==> src/hdl/mem_pkg.sv <==
package mem_pkg;

  localparam int XLEN       = 64;
  localparam int ADDR_W     = 32;
  localparam int INST_LEN   = 32;
  localparam int REG_IDX_W  = 5;
  localparam int CSR_ADDR_W = 12;
  localparam int TRAP_LEN   = 16;
  localparam int STRB_W     = XLEN / 8;  // one strobe per byte lane
  localparam int MEMOP_W    = 5;

  typedef logic [XLEN-1:0]     xlen_t;
  typedef logic [ADDR_W-1:0]   addr_t;
  typedef logic [TRAP_LEN-1:0] trap_t;

  // bit positions on the trap bus
  localparam int TRAP_LD_MISALIGN  = 4;
  localparam int TRAP_ST_MISALIGN  = 6;
  localparam int TRAP_ACCESS_FAULT = 7;

  typedef enum logic [1:0] {
    SIZE_B = 2'd0,
    SIZE_H = 2'd1,
    SIZE_W = 2'd2,
    SIZE_D = 2'd3
  } mem_size_e;

  // field view of the op code, msb first
  typedef struct packed {
    logic      active;
    logic      store;
    logic      unsgn;
    mem_size_e size;
  } memop_fields_t;

  typedef union packed {
    logic [MEMOP_W-1:0] raw;  // as sent by execute
    memop_fields_t      f;    // decoded view
  } memop_u;

  // codes laid out as {active, store, unsigned, size}
  localparam logic [MEMOP_W-1:0] MEMOP_NONE = 5'b0_0_0_00;
  localparam logic [MEMOP_W-1:0] MEMOP_LB   = 5'b1_0_0_00;
  localparam logic [MEMOP_W-1:0] MEMOP_LH   = 5'b1_0_0_01;
  localparam logic [MEMOP_W-1:0] MEMOP_LW   = 5'b1_0_0_10;
  localparam logic [MEMOP_W-1:0] MEMOP_LD   = 5'b1_0_0_11;
  localparam logic [MEMOP_W-1:0] MEMOP_LBU  = 5'b1_0_1_00;
  localparam logic [MEMOP_W-1:0] MEMOP_LHU  = 5'b1_0_1_01;
  localparam logic [MEMOP_W-1:0] MEMOP_LWU  = 5'b1_0_1_10;
  localparam logic [MEMOP_W-1:0] MEMOP_SB   = 5'b1_1_0_00;
  localparam logic [MEMOP_W-1:0] MEMOP_SH   = 5'b1_1_0_01;
  localparam logic [MEMOP_W-1:0] MEMOP_SW   = 5'b1_1_0_10;
  localparam logic [MEMOP_W-1:0] MEMOP_SD   = 5'b1_1_0_11;

  typedef enum logic [1:0] {
    OKAY   = 2'b00,
    SLVERR = 2'b10
  } axi_resp_e;

endpackage

==> src/hdl/axi_lite_if.sv <==


// single request path between the stage and the bus master
interface mem_req_if
  import mem_pkg::*;
();
  logic              req;
  logic              we;     // 1 = store
  addr_t             addr;   // dword aligned
  xlen_t             wdata;
  logic [STRB_W-1:0] wstrb;
  logic              done;   // one cycle pulse
  xlen_t             rdata;  // raw dword
  logic              err;

  modport requester (
    output req, we, addr, wdata, wstrb,
    input  done, rdata, err
  );

  modport server (
    input  req, we, addr, wdata, wstrb,
    output done, rdata, err
  );
endinterface

==> src/hdl/mem_stage.sv <==
`timescale 1ns/1ps

module mem_stage
  import mem_pkg::*;
(
  input  logic                  clk,
  input  logic                  rst_n_i,
  input  logic                  valid_i,
  input  xlen_t                 pc_i,
  input  logic [INST_LEN-1:0]   inst_i,
  input  logic [REG_IDX_W-1:0]  rd_idx_i,
  input  xlen_t                 rs2_data_i,
  input  logic [MEMOP_W-1:0]    mem_op_i,
  input  xlen_t                 alu_data_i,
  input  logic [CSR_ADDR_W-1:0] csr_addr_i,
  input  xlen_t                 csr_data_i,
  input  logic                  csr_valid_i,
  input  trap_t                 trap_i,
  mem_req_if.requester          mreq,
  output xlen_t                 pc_o,
  output logic [INST_LEN-1:0]   inst_o,
  output logic [REG_IDX_W-1:0]  rd_idx_o,
  output xlen_t                 mem_data_o,
  output logic [CSR_ADDR_W-1:0] csr_addr_o,
  output xlen_t                 csr_data_o,
  output logic                  csr_valid_o,
  output trap_t                 trap_o,
  output logic                  stall_o
);

  memop_u            op;
  logic [2:0]        boff;       // byte offset in the dword
  logic [5:0]        bit_off;
  logic              is_mem;
  logic              off_bad;    // offset not a multiple of the size
  logic              misalign;
  logic              access;
  logic [STRB_W-1:0] size_mask;
  xlen_t             rshift;
  xlen_t             load_val;
  logic              sx;         // extension bit

  assign op.raw  = mem_op_i;
  assign boff    = alu_data_i[2:0];
  assign bit_off = {boff, 3'b000};
  assign is_mem  = valid_i & op.f.active;

  always_comb begin
    case (op.f.size)
      SIZE_B: begin
        size_mask = 8'h01;
        off_bad   = 1'b0;
      end
      SIZE_H: begin
        size_mask = 8'h03;
        off_bad   = boff[0];
      end
      SIZE_W: begin
        size_mask = 8'h0f;
        off_bad   = |boff[1:0];
      end
      default: begin
        size_mask = 8'hff;
        off_bad   = |boff;
      end
    endcase
  end

  assign misalign = is_mem & off_bad;
  assign access   = is_mem & ~off_bad;

  // request toward the bus master held by upstream until done
  assign mreq.req   = access;
  assign mreq.we    = op.f.store;
  assign mreq.addr  = {alu_data_i[ADDR_W-1:3], 3'b000};
  assign mreq.wdata = rs2_data_i << bit_off;
  assign mreq.wstrb = size_mask << boff;

  // bring the addressed lane down to bit 0
  assign rshift = mreq.rdata >> bit_off;

  always_comb begin
    sx = 1'b0;
    case (op.f.size)
      SIZE_B: begin
        sx       = ~op.f.unsgn & rshift[7];
        load_val = {{(XLEN-8){sx}}, rshift[7:0]};
      end
      SIZE_H: begin
        sx       = ~op.f.unsgn & rshift[15];
        load_val = {{(XLEN-16){sx}}, rshift[15:0]};
      end
      SIZE_W: begin
        sx       = ~op.f.unsgn & rshift[31];
        load_val = {{(XLEN-32){sx}}, rshift[31:0]};
      end
      default: load_val = rshift;
    endcase
  end

  assign mem_data_o = (access & ~op.f.store) ? load_val : alu_data_i;
  assign stall_o    = access & ~mreq.done;  // drops in the done cycle

  always_comb begin
    trap_o = trap_i;
    trap_o[TRAP_LD_MISALIGN]  = trap_i[TRAP_LD_MISALIGN] | (misalign & ~op.f.store);
    trap_o[TRAP_ST_MISALIGN]  = trap_i[TRAP_ST_MISALIGN] | (misalign & op.f.store);
    trap_o[TRAP_ACCESS_FAULT] = trap_i[TRAP_ACCESS_FAULT] | (access & mreq.done & mreq.err);
  end

  assign pc_o        = pc_i;
  assign inst_o      = inst_i;
  assign rd_idx_o    = rd_idx_i;
  assign csr_addr_o  = csr_addr_i;
  assign csr_data_o  = csr_data_i;
  assign csr_valid_o = csr_valid_i;

  // a misaligned access opens no request and never meets a completion
  assert property (@(posedge clk) disable iff (!rst_n_i)
    misalign |-> !mreq.req && !mreq.done);

  // upstream must hold the instruction until the access completes
  assert property (@(posedge clk) disable iff (!rst_n_i)
    mreq.req && !mreq.done |=>
      mreq.req && $stable({mreq.we, mreq.addr, mreq.wdata, mreq.wstrb}));

endmodule

==> src/flat_wrapper.sv <==
// flat-port wrapper written by rule: the top's interface ports become plain ports
module mem_stage_flat import mem_pkg::*;
  (clk, rst_n_i, valid_i, pc_i, inst_i, rd_idx_i, rs2_data_i, mem_op_i, alu_data_i, csr_addr_i, csr_data_i, csr_valid_i, trap_i, pc_o, inst_o, rd_idx_o, mem_data_o, csr_addr_o, csr_data_o, csr_valid_o, trap_o, stall_o, mreq_req, mreq_we, mreq_addr, mreq_wdata, mreq_wstrb, mreq_done, mreq_rdata, mreq_err);
  mem_req_if mreq_i ();
  input  logic clk;
  input  logic rst_n_i;
  input  logic valid_i;
  input  xlen_t pc_i;
  input  logic [INST_LEN-1:0] inst_i;
  input  logic [REG_IDX_W-1:0] rd_idx_i;
  input  xlen_t rs2_data_i;
  input  logic [MEMOP_W-1:0] mem_op_i;
  input  xlen_t alu_data_i;
  input  logic [CSR_ADDR_W-1:0] csr_addr_i;
  input  xlen_t csr_data_i;
  input  logic csr_valid_i;
  input  trap_t trap_i;
  output xlen_t pc_o;
  output logic [INST_LEN-1:0] inst_o;
  output logic [REG_IDX_W-1:0] rd_idx_o;
  output xlen_t mem_data_o;
  output logic [CSR_ADDR_W-1:0] csr_addr_o;
  output xlen_t csr_data_o;
  output logic csr_valid_o;
  output trap_t trap_o;
  output logic stall_o;
  output wire logic [$bits(mreq_i.req)-1:0] mreq_req;
  output wire logic [$bits(mreq_i.we)-1:0] mreq_we;
  output wire logic [$bits(mreq_i.addr)-1:0] mreq_addr;
  output wire logic [$bits(mreq_i.wdata)-1:0] mreq_wdata;
  output wire logic [$bits(mreq_i.wstrb)-1:0] mreq_wstrb;
  input wire logic [$bits(mreq_i.done)-1:0] mreq_done;
  input wire logic [$bits(mreq_i.rdata)-1:0] mreq_rdata;
  input wire logic [$bits(mreq_i.err)-1:0] mreq_err;
  assign mreq_req = mreq_i.req;
  assign mreq_we = mreq_i.we;
  assign mreq_addr = mreq_i.addr;
  assign mreq_wdata = mreq_i.wdata;
  assign mreq_wstrb = mreq_i.wstrb;
  assign mreq_i.done = mreq_done;
  assign mreq_i.rdata = mreq_rdata;
  assign mreq_i.err = mreq_err;
  mem_stage u_core (.clk(clk), .rst_n_i(rst_n_i), .valid_i(valid_i), .pc_i(pc_i), .inst_i(inst_i), .rd_idx_i(rd_idx_i), .rs2_data_i(rs2_data_i), .mem_op_i(mem_op_i), .alu_data_i(alu_data_i), .csr_addr_i(csr_addr_i), .csr_data_i(csr_data_i), .csr_valid_i(csr_valid_i), .trap_i(trap_i), .mreq(mreq_i), .pc_o(pc_o), .inst_o(inst_o), .rd_idx_o(rd_idx_o), .mem_data_o(mem_data_o), .csr_addr_o(csr_addr_o), .csr_data_o(csr_data_o), .csr_valid_o(csr_valid_o), .trap_o(trap_o), .stall_o(stall_o));
endmodule
==> config.mk <==
export PLATFORM = sky130hd
export DESIGN_NAME = mem_stage_flat
export DESIGN_NICKNAME = d
export VERILOG_FILES = /design/src/hdl/mem_pkg.sv /design/src/hdl/axi_lite_if.sv /design/src/hdl/mem_stage.sv /design/src/flat_wrapper.sv
export SDC_FILE = /design/constraint.sdc
export NUM_CORES = 1
export LEC_CHECK = 0
export ABC_CLOCK_PERIOD_IN_PS = 2100
export BUFFER_PORTS_ARGS = -buffer_cell sky130_fd_sc_hd__buf_2
export CORE_AREA = 3 3 295 297
export DETAILED_ROUTE_END_ITERATION = 10
export DIE_AREA = 0 0 298 300
export GPL_TIMING_DRIVEN = 1
export PLACE_DENSITY_LB_ADDON = 0.3
export SLEW_MARGIN = 20
export SYNTH_ARGS = -nofsm -noshare
export SYNTH_HDL_FRONTEND = slang
export SYNTH_SLANG_ARGS = --single-unit
==> constraint.sdc <==
create_clock -name vclk -period 2.1
set_input_delay 0.105 -clock vclk [all_inputs]
set_output_delay 0.105 -clock vclk [all_outputs]
set_load 0.02 [all_outputs]
==> impl_metrics.yaml <==
worst_hold_path:
  hold_depth: 0
  hold_path.class: "in -> out"
  hp-start: "csr_data_i[44]"
  hold_end: "csr_data_o[44]"
worst_setup_path:
  cpPeakStageDelay_ns: 0.53
  worst_setup_path_start_kind: "input port"
  critPathMaxFanout: 14
  cp_num_buf_inv: 3
  criticalPathCategory: "in -> out"
  worstPathCellList: "buf_12, mux2i_2, mux4_2, or4_4, and2_4, buf_4, a31oi_4, buf_6"
  cp_slowest_cell: "mux4_2"
  cp-end-kind: "output port"
  worstPathArrival_ns: 2.06
  cp.required_ns: 2.00
  critPathTopFamily: "simple AND/OR/NAND/NOR gates"
timing:
  hold_viol: 0
  setup_viol: 34
  tightest_slew_ns: 0.853
  rsz0062_at_grt: "yes"
  fin_ws_ns: -0.0660
  fin_hold_ws_ns: 0.210
  fin_crit_sh_pct: 103
  slew_headroom_pct: 42.8
  period_needed_ns: 2.17
  drv_slew: 0
  max_freq_ghz: 0.462
route:
  drt_iter0_markers: 272
  totalWireLength_um: 51300
  drc_errors: 0
  wl_per_cell_um: 23.4
  vias: 7082
  via_per_inst: 3.23
  drt_first_pass_iters: 4
  ant_nets: 0
logic_synthesis:
  synthDistinctLibCells: 44
  ys_seq_area_share_pct: 0
  synth_area_um2: 6150
  synthCells: 832
  synth_warnings: 0
  syn-mean-instance-area_um2: 7.39
place:
  pre_cts_ws_ns: -0.198
  port-buffer-count: 374
  gp_congestion: 0.809
  place_inst: 2173
  dp_hpwl_um: 44500
die:
  core_um2: 84900
  die_x_um: 298
  pin_count: 761
  initial_core_util_pct: 7.24
  die_h_um: 300
  die_area_um2: 89400
  rows: 107
finish:
  fillCellCount: 10000
  layout_commonest_cell: "buf_2"
  n_clock_buffer: 0
  multi_input_area_um2: 4230
  design.seq.count: 0
  nets: 1444
  drive_gt1_share_pct: 58.3
  syn_to_final_growth_pct: 50.9
  layout_common_cells: "buf_2 (312), buf_4 (124), nand2_1 (91), nor2_1 (79), mux2i_1 (74)"
  fin_cells: 2192
  final-seq-area_um2: 0
global_route:
  grt_usage_pct: 10.8
  grt_pass1_wl_um: 66700
  grt.overflow.total: 0
  antenna_found_initial: 24
  grt_max_degree: 56
  grt_pass1_vias: 7394
outcome:
  violations: "setup timing"
  status: "finished with violations"
power_and_ir_drop:
  leakagePower_nw: 3.94
  vdd_ir_drop_max_v: 0.0000775
  power_density_nw_per_um2: 259
run:
  cap_violations: 0
[synth_stat cells, types with 9 or more instances]
| cell type | n | share of area, % |
|---|---|---|
| a31oi_4 | 10 | 3.5 |
| o2bb2ai_1 | 15 | 2.1 |
| mux2i_1 | 79 | 13 |
| o21ai_0 | 31 | 2.5 |
| and2_1 | 19 | 1.9 |
| clkbuf_1 | 38 | 2.3 |
| mux4_2 | 30 | 11 |
| a31oi_1 | 9 | 0.92 |
| mux2_2 | 38 | 7.0 |
| buf_2 | 23 | 1.9 |
| nor2_1 | 79 | 4.8 |
| a21oi_1 | 38 | 3.1 |
| buf_4 | 224 | 27 |
| o22a_1 | 40 | 5.7 |
| nand2_1 | 93 | 5.7 |
[how the worst max path moves through the flow]
| stage | slack [ns] | endpoint | start | cells after the start |
|---|---|---|---|---|
| after floorplan | 0.05 | mreq_wstrb[2] | alu_data_i[1] | 7 |
| after global placement | -0.19 | mem_data_o[4] | alu_data_i[0] | 10 |
| after detailed placement | -0.20 | mem_data_o[8] | alu_data_i[0] | 8 |
| after CTS | -0.12 | mem_data_o[20] | alu_data_i[0] | 7 |
| after global routing | -0.14 | mem_data_o[43] | alu_data_i[0] | 8 |
| final | -0.07 | mem_data_o[28] | alu_data_i[0] | 8 |
[through the flow]
step           power [mW]  util [%]  setup TNS (ns)  cell area [µm²]
5_1_grt              2.59      10.9           -4.70             9270
3_3_place_gp         2.30      10.2           -5.71             8630
6_report             2.41      10.9           -1.36             9280
2_1_floorplan        1.69         -               0             6160
3_5_place_dp         2.29      10.2           -6.87             8630
4_1_cts              2.43      10.7           -3.00             9120
[per-layer routing]
layer	up-vias	routed length, µm	track usage [%]
li1	3152	-	-
met1	3329	19800	12.0
met2	467	26300	20.6
met3	128	3760	2.64
met4	6	1260	1.93
met5	-	118	0.703
[final cells by class]
type | count | share of cell area (%)
tap | 1144 | 15.4
multi-input combinational | 534 | 45.6
timing repair buffer | 506 | 38.7
inverter | 6 | 0.243
antenna | 2 | 0.0540
[cell families after synthesis]
kind of cell,count (synthesis),share of synthesized area (%)
buf+inv,300,32.9
simple gates,208,14.3
compound gates,176,22.0
mux,147,30.8
other cells,1,0.0610
[timing repair]
item                       4_1_cts  5_1_grt
hold buffers                     0        0
gates cloned                     4        1
resized for setup              106       16
buffers inserted                 3        9
setup endpoints to repair       63       64
pin swaps                        4        1
hold endpoints to repair         0        0
[power breakdown]
part | internal, mW | total [mW] | switching (mW)
clock | 0.000000128 | 0.000000128 | 0
sequential | 0 | 0 | 0
combinational | 1.04 | 2.41 | 1.37
total | 1.04 | 2.41 | 1.37
Power figures use the tool's default switching activity.
