`src/hdl/mem_pkg.sv`:
```
package mem_pkg;

  localparam int XLEN       = 64;
  localparam int ADDR_W     = 32;
  localparam int INST_LEN   = 32;
  localparam int REG_IDX_W  = 5;
  localparam int CSR_ADDR_W = 12;
  localparam int TRAP_LEN   = 16;
  localparam int STRB_W     = XLEN / 8;  // one strobe per byte lane
  localparam int MEMOP_W    = 5;

  typedef logic [XLEN-1:0]     xlen_t;
  typedef logic [ADDR_W-1:0]   addr_t;
  typedef logic [TRAP_LEN-1:0] trap_t;

  // bit positions on the trap bus
  localparam int TRAP_LD_MISALIGN  = 4;
  localparam int TRAP_ST_MISALIGN  = 6;
  localparam int TRAP_ACCESS_FAULT = 7;

  typedef enum logic [1:0] {
    SIZE_B = 2'd0,
    SIZE_H = 2'd1,
    SIZE_W = 2'd2,
    SIZE_D = 2'd3
  } mem_size_e;

  // field view of the op code, msb first
  typedef struct packed {
    logic      active;
    logic      store;
    logic      unsgn;
    mem_size_e size;
  } memop_fields_t;

  typedef union packed {
    logic [MEMOP_W-1:0] raw;  // as sent by execute
    memop_fields_t      f;    // decoded view
  } memop_u;

  // codes laid out as {active, store, unsigned, size}
  localparam logic [MEMOP_W-1:0] MEMOP_NONE = 5'b0_0_0_00;
  localparam logic [MEMOP_W-1:0] MEMOP_LB   = 5'b1_0_0_00;
  localparam logic [MEMOP_W-1:0] MEMOP_LH   = 5'b1_0_0_01;
  localparam logic [MEMOP_W-1:0] MEMOP_LW   = 5'b1_0_0_10;
  localparam logic [MEMOP_W-1:0] MEMOP_LD   = 5'b1_0_0_11;
  localparam logic [MEMOP_W-1:0] MEMOP_LBU  = 5'b1_0_1_00;
  localparam logic [MEMOP_W-1:0] MEMOP_LHU  = 5'b1_0_1_01;
  localparam logic [MEMOP_W-1:0] MEMOP_LWU  = 5'b1_0_1_10;
  localparam logic [MEMOP_W-1:0] MEMOP_SB   = 5'b1_1_0_00;
  localparam logic [MEMOP_W-1:0] MEMOP_SH   = 5'b1_1_0_01;
  localparam logic [MEMOP_W-1:0] MEMOP_SW   = 5'b1_1_0_10;
  localparam logic [MEMOP_W-1:0] MEMOP_SD   = 5'b1_1_0_11;

  typedef enum logic [1:0] {
    OKAY   = 2'b00,
    SLVERR = 2'b10
  } axi_resp_e;

endpackage

```
`src/hdl/axi_lite_if.sv`:
```
`timescale 1ns/1ps

interface axi_lite_if
  import mem_pkg::*;
();
  logic              awvalid;
  logic              awready;
  addr_t             awaddr;
  logic              wvalid;
  logic              wready;
  xlen_t             wdata;
  logic [STRB_W-1:0] wstrb;
  logic              bvalid;
  logic              bready;
  axi_resp_e         bresp;
  logic              arvalid;
  logic              arready;
  addr_t             araddr;
  logic              rvalid;
  logic              rready;
  xlen_t             rdata;
  axi_resp_e         rresp;

  modport master (
    output awvalid, awaddr, wvalid, wdata, wstrb, bready, arvalid, araddr, rready,
    input  awready, wready, bvalid, bresp, arready, rvalid, rdata, rresp
  );

  modport slave (
    input  awvalid, awaddr, wvalid, wdata, wstrb, bready, arvalid, araddr, rready,
    output awready, wready, bvalid, bresp, arready, rvalid, rdata, rresp
  );
endinterface

// single request path between the stage and the bus master
interface mem_req_if
  import mem_pkg::*;
();
  logic              req;
  logic              we;     // 1 = store
  addr_t             addr;   // dword aligned
  xlen_t             wdata;
  logic [STRB_W-1:0] wstrb;
  logic              done;   // one cycle pulse
  xlen_t             rdata;  // raw dword
  logic              err;

  modport requester (
    output req, we, addr, wdata, wstrb,
    input  done, rdata, err
  );

  modport server (
    input  req, we, addr, wdata, wstrb,
    output done, rdata, err
  );
endinterface

```
`src/hdl/lsu_axi_master.sv`:
```
`timescale 1ns/1ps

module lsu_axi_master
  import mem_pkg::*;
(
  input  logic       clk,
  input  logic       rst_n_i,
  mem_req_if.server  mreq,
  axi_lite_if.master axi
);

  localparam logic [2:0] S_IDLE  = 3'd0;
  localparam logic [2:0] S_WADDR = 3'd1;  // AW and/or W still open
  localparam logic [2:0] S_WRESP = 3'd2;
  localparam logic [2:0] S_RADDR = 3'd3;
  localparam logic [2:0] S_RRESP = 3'd4;

  logic [2:0] state_q;
  logic [2:0] state_d;
  logic       aw_sent_q;
  logic       w_sent_q;
  logic       done_q;
  logic       err_q;
  xlen_t      rdata_q;
  logic       start;
  logic       aw_hs;
  logic       w_hs;
  logic       ar_hs;
  logic       b_hs;
  logic       r_hs;
  logic       aw_all;
  logic       w_all;

  // no restart while the finished instruction is still on the inputs
  assign start = (state_q == S_IDLE) & mreq.req & ~done_q;

  assign axi.awvalid = (start & mreq.we) | ((state_q == S_WADDR) & ~aw_sent_q);
  assign axi.wvalid  = (start & mreq.we) | ((state_q == S_WADDR) & ~w_sent_q);
  assign axi.arvalid = (start & ~mreq.we) | (state_q == S_RADDR);
  assign axi.bready  = (state_q == S_WRESP);
  assign axi.rready  = (state_q == S_RRESP);
  assign axi.awaddr  = mreq.addr;
  assign axi.araddr  = mreq.addr;
  assign axi.wdata   = mreq.wdata;
  assign axi.wstrb   = mreq.wstrb;

  assign aw_hs  = axi.awvalid & axi.awready;
  assign w_hs   = axi.wvalid & axi.wready;
  assign ar_hs  = axi.arvalid & axi.arready;
  assign b_hs   = axi.bvalid & axi.bready;
  assign r_hs   = axi.rvalid & axi.rready;
  assign aw_all = aw_sent_q | aw_hs;
  assign w_all  = w_sent_q | w_hs;

  always_comb begin
    state_d = state_q;
    case (state_q)
      S_IDLE: begin
        if (start && mreq.we) begin
          state_d = (aw_all && w_all) ? S_WRESP : S_WADDR;
        end else if (start) begin
          state_d = ar_hs ? S_RRESP : S_RADDR;
        end
      end
      S_WADDR: if (aw_all && w_all) state_d = S_WRESP;
      S_WRESP: if (b_hs) state_d = S_IDLE;
      S_RADDR: if (ar_hs) state_d = S_RRESP;
      S_RRESP: if (r_hs) state_d = S_IDLE;
      default: state_d = S_IDLE;
    endcase
  end

  always_ff @(posedge clk or negedge rst_n_i) begin
    if (!rst_n_i) begin
      state_q   <= S_IDLE;
      aw_sent_q <= 1'b0;
      w_sent_q  <= 1'b0;
      done_q    <= 1'b0;
      err_q     <= 1'b0;
    end else begin
      state_q   <= state_d;
      aw_sent_q <= (state_d == S_WADDR) & aw_all;
      w_sent_q  <= (state_d == S_WADDR) & w_all;
      done_q    <= b_hs | r_hs;  // one cycle after the response
      if (b_hs) err_q <= (axi.bresp == SLVERR);
      if (r_hs) err_q <= (axi.rresp == SLVERR);
    end
  end

  always_ff @(posedge clk) begin
    if (r_hs) rdata_q <= axi.rdata;
  end

  assign mreq.done  = done_q;
  assign mreq.rdata = rdata_q;
  assign mreq.err   = err_q;

  // responses are only taken for a request of the same kind still held
  assert property (@(posedge clk) disable iff (!rst_n_i)
    axi.bready |-> mreq.req && mreq.we);
  assert property (@(posedge clk) disable iff (!rst_n_i)
    axi.rready |-> mreq.req && !mreq.we);

endmodule

```
`src/flat_wrapper.sv`:
```
// flat-port wrapper written by rule: the top's interface ports become plain ports
module lsu_axi_master_flat import mem_pkg::*;
  (clk, rst_n_i, mreq_req, mreq_we, mreq_addr, mreq_wdata, mreq_wstrb, mreq_done, mreq_rdata, mreq_err, axi_awvalid, axi_awaddr, axi_wvalid, axi_wdata, axi_wstrb, axi_bready, axi_arvalid, axi_araddr, axi_rready, axi_awready, axi_wready, axi_bvalid, axi_bresp, axi_arready, axi_rvalid, axi_rdata, axi_rresp);
  mem_req_if mreq_i ();
  axi_lite_if axi_i ();
  input  logic clk;
  input  logic rst_n_i;
  input wire logic [$bits(mreq_i.req)-1:0] mreq_req;
  input wire logic [$bits(mreq_i.we)-1:0] mreq_we;
  input wire logic [$bits(mreq_i.addr)-1:0] mreq_addr;
  input wire logic [$bits(mreq_i.wdata)-1:0] mreq_wdata;
  input wire logic [$bits(mreq_i.wstrb)-1:0] mreq_wstrb;
  output wire logic [$bits(mreq_i.done)-1:0] mreq_done;
  output wire logic [$bits(mreq_i.rdata)-1:0] mreq_rdata;
  output wire logic [$bits(mreq_i.err)-1:0] mreq_err;
  output wire logic [$bits(axi_i.awvalid)-1:0] axi_awvalid;
  output wire logic [$bits(axi_i.awaddr)-1:0] axi_awaddr;
  output wire logic [$bits(axi_i.wvalid)-1:0] axi_wvalid;
  output wire logic [$bits(axi_i.wdata)-1:0] axi_wdata;
  output wire logic [$bits(axi_i.wstrb)-1:0] axi_wstrb;
  output wire logic [$bits(axi_i.bready)-1:0] axi_bready;
  output wire logic [$bits(axi_i.arvalid)-1:0] axi_arvalid;
  output wire logic [$bits(axi_i.araddr)-1:0] axi_araddr;
  output wire logic [$bits(axi_i.rready)-1:0] axi_rready;
  input wire logic [$bits(axi_i.awready)-1:0] axi_awready;
  input wire logic [$bits(axi_i.wready)-1:0] axi_wready;
  input wire logic [$bits(axi_i.bvalid)-1:0] axi_bvalid;
  input wire logic [$bits(axi_i.bresp)-1:0] axi_bresp;
  input wire logic [$bits(axi_i.arready)-1:0] axi_arready;
  input wire logic [$bits(axi_i.rvalid)-1:0] axi_rvalid;
  input wire logic [$bits(axi_i.rdata)-1:0] axi_rdata;
  input wire logic [$bits(axi_i.rresp)-1:0] axi_rresp;
  assign mreq_i.req = mreq_req;
  assign mreq_i.we = mreq_we;
  assign mreq_i.addr = mreq_addr;
  assign mreq_i.wdata = mreq_wdata;
  assign mreq_i.wstrb = mreq_wstrb;
  assign mreq_done = mreq_i.done;
  assign mreq_rdata = mreq_i.rdata;
  assign mreq_err = mreq_i.err;
  assign axi_awvalid = axi_i.awvalid;
  assign axi_awaddr = axi_i.awaddr;
  assign axi_wvalid = axi_i.wvalid;
  assign axi_wdata = axi_i.wdata;
  assign axi_wstrb = axi_i.wstrb;
  assign axi_bready = axi_i.bready;
  assign axi_arvalid = axi_i.arvalid;
  assign axi_araddr = axi_i.araddr;
  assign axi_rready = axi_i.rready;
  assign axi_i.awready = axi_awready;
  assign axi_i.wready = axi_wready;
  assign axi_i.bvalid = axi_bvalid;
  assign axi_i.bresp = axi_bresp;
  assign axi_i.arready = axi_arready;
  assign axi_i.rvalid = axi_rvalid;
  assign axi_i.rdata = axi_rdata;
  assign axi_i.rresp = axi_rresp;
  lsu_axi_master u_core (.clk(clk), .rst_n_i(rst_n_i), .mreq(mreq_i), .axi(axi_i));
endmodule
```
`config.mk`:
```
export PLATFORM = sky130hd
export DESIGN_NAME = lsu_axi_master_flat
export DESIGN_NICKNAME = d
export VERILOG_FILES = /design/src/hdl/mem_pkg.sv /design/src/hdl/axi_lite_if.sv /design/src/hdl/lsu_axi_master.sv /design/src/flat_wrapper.sv
export SDC_FILE = /design/constraint.sdc
export NUM_CORES = 1
export LEC_CHECK = 0
export ABC_AREA = 1
export CAP_MARGIN = 30
export CORE_AREA = 2 2 153 155
export CTS_CLUSTER_DIAMETER = 30
export DETAILED_ROUTE_END_ITERATION = 10
export DIE_AREA = 0 0 155 157
export DONT_BUFFER_PORTS = 1
export PLACE_DENSITY_LB_ADDON = 0.05
export SETUP_SLACK_MARGIN = 0.4
export SLEW_MARGIN = 20
export SYNTH_ARGS = -nofsm -noshare
export SYNTH_HDL_FRONTEND = slang
export SYNTH_SLANG_ARGS = --single-unit
```
`constraint.sdc`:
```
create_clock -name clk -period 2.6 [get_ports clk]
set_input_delay 0.39 -clock clk [delete_from_list [all_inputs] [get_ports clk]]
set_output_delay 0.39 -clock clk [all_outputs]
set_load 0.05 [all_outputs]
```
==> results of run 1 <==
## layer usage
metal,up-vias,global-route usage (%)
met2,158,12.51
met4,2,4.409
met1,582,5.083
met5,-,0
met3,47,5.479
li1,500,-
## power groups by stage
stage / Sequential [mW] / Combinational (mW) / Clock (mW)
after floorplan: 1.66 / 0.948 / 0
after global placement: 1.67 / 0.498 / 0
after detailed placement: 1.67 / 0.499 / 0
after CTS: 1.64 / 0.507 / 1.37
after global routing: 1.65 / 0.538 / 1.42
final: 1.64 / 0.496 / 1.29
## metrics by stage
step	worst slack, ns	hold slack (ns)	instance area, sq um	utilization [%]	instances
final	0.6283	0.1445	3139	13.95	437
after global routing	0.5153	0.1119	3139	13.95	437
after CTS	0.5761	0.1172	3139	13.95	437
after detailed placement	0.7393	0.09475	2825	12.55	420
after global placement	0.7610	0.09469	2825	12.55	420
after floorplan	0.2606	0.09441	3440	-	266
## final cells by class
cell class              count  area, sq um  share of cell area, %
clock buffers              10        229.0                  7.294
clock inverters             6        75.07                  2.391
inverters                  14        61.31                  1.953
multi-input cells          45        259.0                  8.250
flip-flops and latches     71         2098                  66.84
well taps                 285        356.6                  11.36
repair buffers              6        60.06                  1.913
## cells by family after synthesis
group	after synthesis	synth area share, %
flops	71	61.44
simple gates	37	5.865
buf+inv	150	31.49
compound gates	8	1.209
## registers in the layout, indices dropped and copies added (netlist names)
signal and flops:
u_core.mreq.done 1, u_core.mreq.rdata 64, u_core.aw_sent_q 1, u_core.w_sent_q 1
u_core.mreq.err 1, u_core.state_q 3
## worst max-delay path: stages, from the launching register on
cell and delay, ns:
dfrtp_1 0.45, nor3_1 0.32, nand2_1 0.12, o21ai_1 0.14, buf_4 0.22
## worst paths after layout
kind | from | to | slack [ns]
hold reg to reg | u_core.w_sent_q$_DFF_PN0_ | u_core.w_sent_q$_DFF_PN0_ | 0.63
min in group asynchronous | rst_n_i | u_core.mreq.done$_DFF_PN0_ | 0.40
hold / removal | axi_rdata[12] | u_core.mreq.rdata[12]$_DFFE_PP_ | 0.14
setup / recovery | u_core.state_q[0]$_DFF_PN0_ | axi_arvalid | 0.63
setup reg to reg | u_core.state_q[1]$_DFF_PN0_ | u_core.mreq.rdata[61]$_DFFE_PP_ | 0.77
max in group asynchronous | rst_n_i | u_core.state_q[1]$_DFF_PN0_ | 1.91
## placed cells by master, fill, tap and decap left out, types with 3 or more instances in the layout
| master | instances |
|---|---|
| edfxtp_1 | 64 |
| nand2_1 | 14 |
| inv_1 | 9 |
| clkbuf_16 | 9 |
| nand2_2 | 7 |
| dfrtp_1 | 6 |
| nor2_1 | 4 |
| o21ai_0 | 4 |
| clkinv_1 | 4 |
| buf_4 | 4 |
| nand3_1 | 3 |
==> flow_metrics.env, run 1 <==
export IMPL_grt_overflow=0
export IMPL_fillCellCount=2453
export IMPL_yosysSeqAreaShare_pct=61.44
export IMPL_drt_wirelength_per_cell_microns=20.28
export IMPL_fin_skew_ns=0.01485
export IMPL_powerDensity_mw_per_mm2=1093
export IMPL_arrival_ns=1.58
export IMPL_synth_seq_cells=71
export IMPL_end_kind="output port"
export IMPL_start_util_pct=15.17
export IMPL_syn_avg_cell_area_sq_um=12.83
export IMPL_cts_root_buffer="clkbuf_16"
export IMPL_die_x_microns=155
export IMPL_ys_flop_type="edfxtp_1"
export IMPL_post_route_period_util_pct=75.84
export IMPL_coreArea_sq_mm=0.02250
export IMPL_combPwrFrac_pct=14.4
export IMPL_cts_buffer_depth=2
export IMPL_grt_pass1_wl_microns=11250
export IMPL_htreeDepth=3
export IMPL_max_cap_violations=0
export IMPL_die_area_sq_mm=0.02434
export IMPL_grt_pass1_vias=1347
export IMPL_pwr_share_seq_pct=47.8
export IMPL_fmax_mhz=507.2
export IMPL_final_setup_viol_count=0
export IMPL_cts_sinks=71
export IMPL_layout_drive_gt1_share_pct=23.03
export IMPL_routed_wl_microns=8864
export IMPL_wl_met3_microns=1223
export IMPL_antenna_left=0
export IMPL_clk_latency_ns=0.34
export IMPL_worst_pin_slew_ns=0.5405
export IMPL_status="completed"
export IMPL_die_h_microns=157
export IMPL_critPathRequiredTime_ns=2.21
export IMPL_viasPerCell=2.950
export IMPL_worstRegToRegCells=6
export IMPL_grt_max_degree=59
export IMPL_io_buffers=0
export IMPL_antenna_found_initial=1
export IMPL_timing_setup_tns_ns=0
export IMPL_yosys_top_cells_count="buf_4, edfxtp_1, nand2_1"
export IMPL_synth_most_common_cell="buf_4"
export IMPL_cts_setup_buffers=0
export IMPL_diodes=0
export IMPL_rows=55
export IMPL_peakVddDrop_v=0.0002748
export IMPL_synthesis_area_sq_mm=0.003413
export IMPL_yosys_area_top_type="edfxtp_1"
export IMPL_first_pass_iters=4
export IMPL_routabilityCongestion=0.6991
export IMPL_drtIter0Drc=63
export IMPL_ys_types=19
export IMPL_areaGrowthSynthToFinish_pct=-8.028
export IMPL_netlist_instances=266
export IMPL_hold_buffers=1
export IMPL_dr_total_vias=1289
export IMPL_slew_viol_final=0
export IMPL_cts_buffers=9
export IMPL_synth_nets=447
export IMPL_power_share_clock_pct=37.7
export IMPL_critical_path_peak_fanout=4
export IMPL_synthArstFlopShare_pct=9.859
export IMPL_min_period_ns=1.972
export IMPL_yosysWarnings=0
export IMPL_hold_depth=0
export IMPL_hp_class="input pin to register"
export IMPL_drc=0
export IMPL_synth_edf_count=64
export IMPL_wl_met1_microns=2341
export IMPL_leakage_nw=1.010
export IMPL_hpwlAfterDp_microns=7198
export IMPL_highest_layer="met5"
export IMPL_crit_path_start_kind="register"
export IMPL_cts_tree="yes"
export IMPL_hold_viol=0
export IMPL_rsz0062_at_grt="false"
export IMPL_dr_wl_met2_microns=4926
export IMPL_p_total_mw=3.432
export IMPL_io_pins=388
export IMPL_switching_share_pct=32.55
export IMPL_crit_type="register to output port"
export IMPL_final_net_count=328
export IMPL_synth_area_leaders="edfxtp_1, buf_4, dfrtp_1"
export IMPL_maxSlewHeadroom_pct=64.04
export IMPL_cts_resized=0
export IMPL_internal_power_mw=2.315
export IMPL_globalRouteTotalUtil_pct=6.998
export IMPL_p_switching_mw=1.117
export IMPL_synth_top_cell_area_share_pct=56.30
export IMPL_clk_pin_slew_ns=0.07
Power figures use the tool's default switching activity.
==> inputs of run 2 (changes only) <==
- clock period: 2.6 -> 1.9 ns (I/O delays scaled with it)
==> flow_metrics.env, run 2 (synthesis results as in run 1) <==
export IMPL_cts_buffer_depth=2
export IMPL_max_cap_violations=0
export IMPL_start_util_pct=15.17
export IMPL_dr_total_vias=1443
export IMPL_clk_latency_ns=0.34
export IMPL_rows=55
export IMPL_min_to="u_core.mreq.rdata[5]$_DFFE_PP_"
export IMPL_drtIter0Drc=51
export IMPL_die_x_microns=155
export IMPL_antenna_left=0
export IMPL_grt_max_degree=13
export IMPL_regToRegEndpoint="u_core.w_sent_q$_DFF_PN0_"
export IMPL_grt_overflow=0
export IMPL_fin_skew_ns=0.005831
export IMPL_largest_reg_flops=64
export IMPL_fin_cells=463
export IMPL_coreArea_sq_mm=0.02250
export IMPL_p_switching_mw=1.758
export IMPL_hp_class="input pin to register"
export IMPL_final_net_count=352
export IMPL_maxSlewHeadroom_pct=63.40
export IMPL_worst_pin_slew_ns=0.5502
export IMPL_areaGrowthSynthToFinish_pct=7.331
export IMPL_powerDensity_mw_per_mm2=1374
export IMPL_io_pins=388
export IMPL_min_from="axi_rdata[5]"
export IMPL_peakVddDrop_v=0.0002687
export IMPL_reg2reg_from="u_core.state_q[1]$_DFF_PN0_"
export IMPL_cts_tree="yes"
export IMPL_fmax_mhz=562.2
export IMPL_htreeDepth=3
export IMPL_combPwrFrac_pct=24.0
export IMPL_layout_common_cells="edfxtp_1, nand2_2, clkbuf_16"
export IMPL_drt_wirelength_per_cell_microns=22.03
export IMPL_routabilityCongestion=0.6749
export IMPL_worstPathCellList="nor3_4 -> nand2_2 -> o21ai_4"
export IMPL_rsz0062_at_grt="true"
export IMPL_layout_drive_gt1_share_pct=44.89
export IMPL_worstRegToRegCells=11
export IMPL_max_stage_delay_ns=0.48
export IMPL_critPathRequiredTime_ns=1.62
export IMPL_dp_cells=422
export IMPL_die_area_sq_mm=0.02434
export IMPL_timing_setup_tns_ns=0
export IMPL_mostFrequentLayoutCell="edfxtp_1"
export IMPL_grt_pass1_vias=1497
export IMPL_crit_type="register to output port"
export IMPL_die_h_microns=157
export IMPL_switching_share_pct=34.92
export IMPL_critical_path_buf_inv_count=0
export IMPL_crit_path_start_kind="register"
export IMPL_r2r_setup_slack_ns=0.22
export IMPL_clk_pin_slew_ns=0.06
export IMPL_end_kind="output port"
export IMPL_status="completed"
export IMPL_internal_power_mw=3.276
export IMPL_hold_depth=0
export IMPL_globalRouteTotalUtil_pct=8.145
export IMPL_viasPerCell=3.117
export IMPL_final_setup_viol_count=0
export IMPL_cts_sinks=71
export IMPL_arrival_ns=1.49
export IMPL_pwr_share_seq_pct=45.3
export IMPL_crit_slowest_cell="dfrtp_2"
export IMPL_drc=0
export IMPL_hpwlAfterDp_microns=7701
export IMPL_power_share_clock_pct=30.7
export IMPL_slew_viol_final=0
export IMPL_holdWs_ns=0.04092
export IMPL_post_route_period_util_pct=93.61
export IMPL_leakage_nw=1.211
export IMPL_first_pass_iters=2
export IMPL_cts_root_buffer="clkbuf_16"
export IMPL_cp_top_family="flip-flops"
export IMPL_min_period_ns=1.779
export IMPL_fillCellCount=2394
export IMPL_p_total_mw=5.034
export IMPL_cp_startpoint="u_core.state_q[1]$_DFF_PN0_"
export IMPL_critical_path_peak_fanout=5
export IMPL_antenna_found_initial=4
export IMPL_cts_buffers=9
export IMPL_routed_wl_microns=10200
export IMPL_io_buffers=0
export IMPL_grt_pass1_wl_microns=13060
export IMPL_hold_viol=0
run 2: cell count changes in the layout (fill, tap and decap cells not counted), moves of 3 or more:
cell / before / now
buf_16: 0 / 8
buf_8: 0 / 6
nand2_1: 14 / 8
buf_12: 1 / 6
nand2_4: 1 / 5
buf_6: 0 / 3
clkinv_2: 1 / 4
dfrtp_1: 6 / 3
dfrtp_2: 1 / 4
nor3_4: 0 / 3
run 2: stage by stage:
| step | setup WS (ns) | util (%) | instance area [sq um] |
|---|---|---|---|
| 3_5_place_dp | 0.2783 | 12.83 | 2887 |
| 2_1_floorplan | -0.4205 | - | 3473 |
| 5_1_grt | 0.04074 | 16.27 | 3661 |
| 3_3_place_gp | 0.2816 | 12.83 | 2887 |
| 4_1_cts | 0.1070 | 15.99 | 3598 |
| 6_report | 0.1213 | 16.28 | 3664 |
run 2: worst max-delay path by stage:
stage,to,slack (ns),depth (start not counted)
2_1_floorplan,u_core.mreq.rdata[0]$_DFFE_PP_,-0.42,5
3_3_place_gp,u_core.w_sent_q$_DFF_PN0_,0.28,8
3_5_place_dp,u_core.w_sent_q$_DFF_PN0_,0.28,10
4_1_cts,axi_arvalid,0.11,3
5_1_grt,axi_arvalid,0.04,3
6_report,axi_arvalid,0.12,3
run 2: final cells by class:
| cell class | count | area (sq um) | share of cell area [%] |
|---|---|---|---|
| well taps | 285 | 356.6 | 9.734 |
| diodes | 2 | 5.005 | 0.1366 |
| clock buffers | 9 | 225.2 | 6.148 |
| clock inverters | 7 | 38.79 | 1.059 |
| multi-input cells | 45 | 352.8 | 9.631 |
| inverters | 14 | 63.81 | 1.742 |
| repair buffers | 30 | 519.2 | 14.17 |
| flip-flops and latches | 71 | 2102 | 57.38 |
run 2: per-layer routing:
layer	wire (microns)	global-route usage (%)	vias to the layer above
met5	26	0	-
met4	513	5.556	4
met3	1555	6.911	46
met2	5219	13.31	165
met1	2887	6.423	664
li1	-	-	564
run 2: worst register-to-register path: stages, from the launching register on:
cell and delay (ns):
dfrtp_2 0.48, nor3_4 0.28, nand2_2 0.10, nand2_4 0.08, buf_6 0.10, nand2_4 0.04, nand2_4 0.06, nand2_2 0.06
a21oi_2 0.15, nand2_2 0.08, nand3_2 0.08, nor2_1 0.05
run 2: power by group through the flow:
stage / Clock (mW) / Combinational, mW / Sequential [mW]
floorplan: 0 / 1.34 / 2.28
global placement: 0 / 0.762 / 2.31
detailed placement: 0 / 0.764 / 2.31
CTS: 1.64 / 1.15 / 2.28
global route: 1.70 / 1.29 / 2.30
finish: 1.54 / 1.21 / 2.28
run 2: repair_timing:
| action | 4_1_cts | 5_1_grt |
|---|---|---|
| hold buffers | 1 | 0 |
| pin swaps | 13 | 8 |
| cloned | 8 | 0 |
| gates resized for setup | 34 | 8 |
| hold endpoints to repair | 7 | 0 |
| buffers inserted | 11 | 3 |
| endpoints found under the setup margin | 75 | 74 |
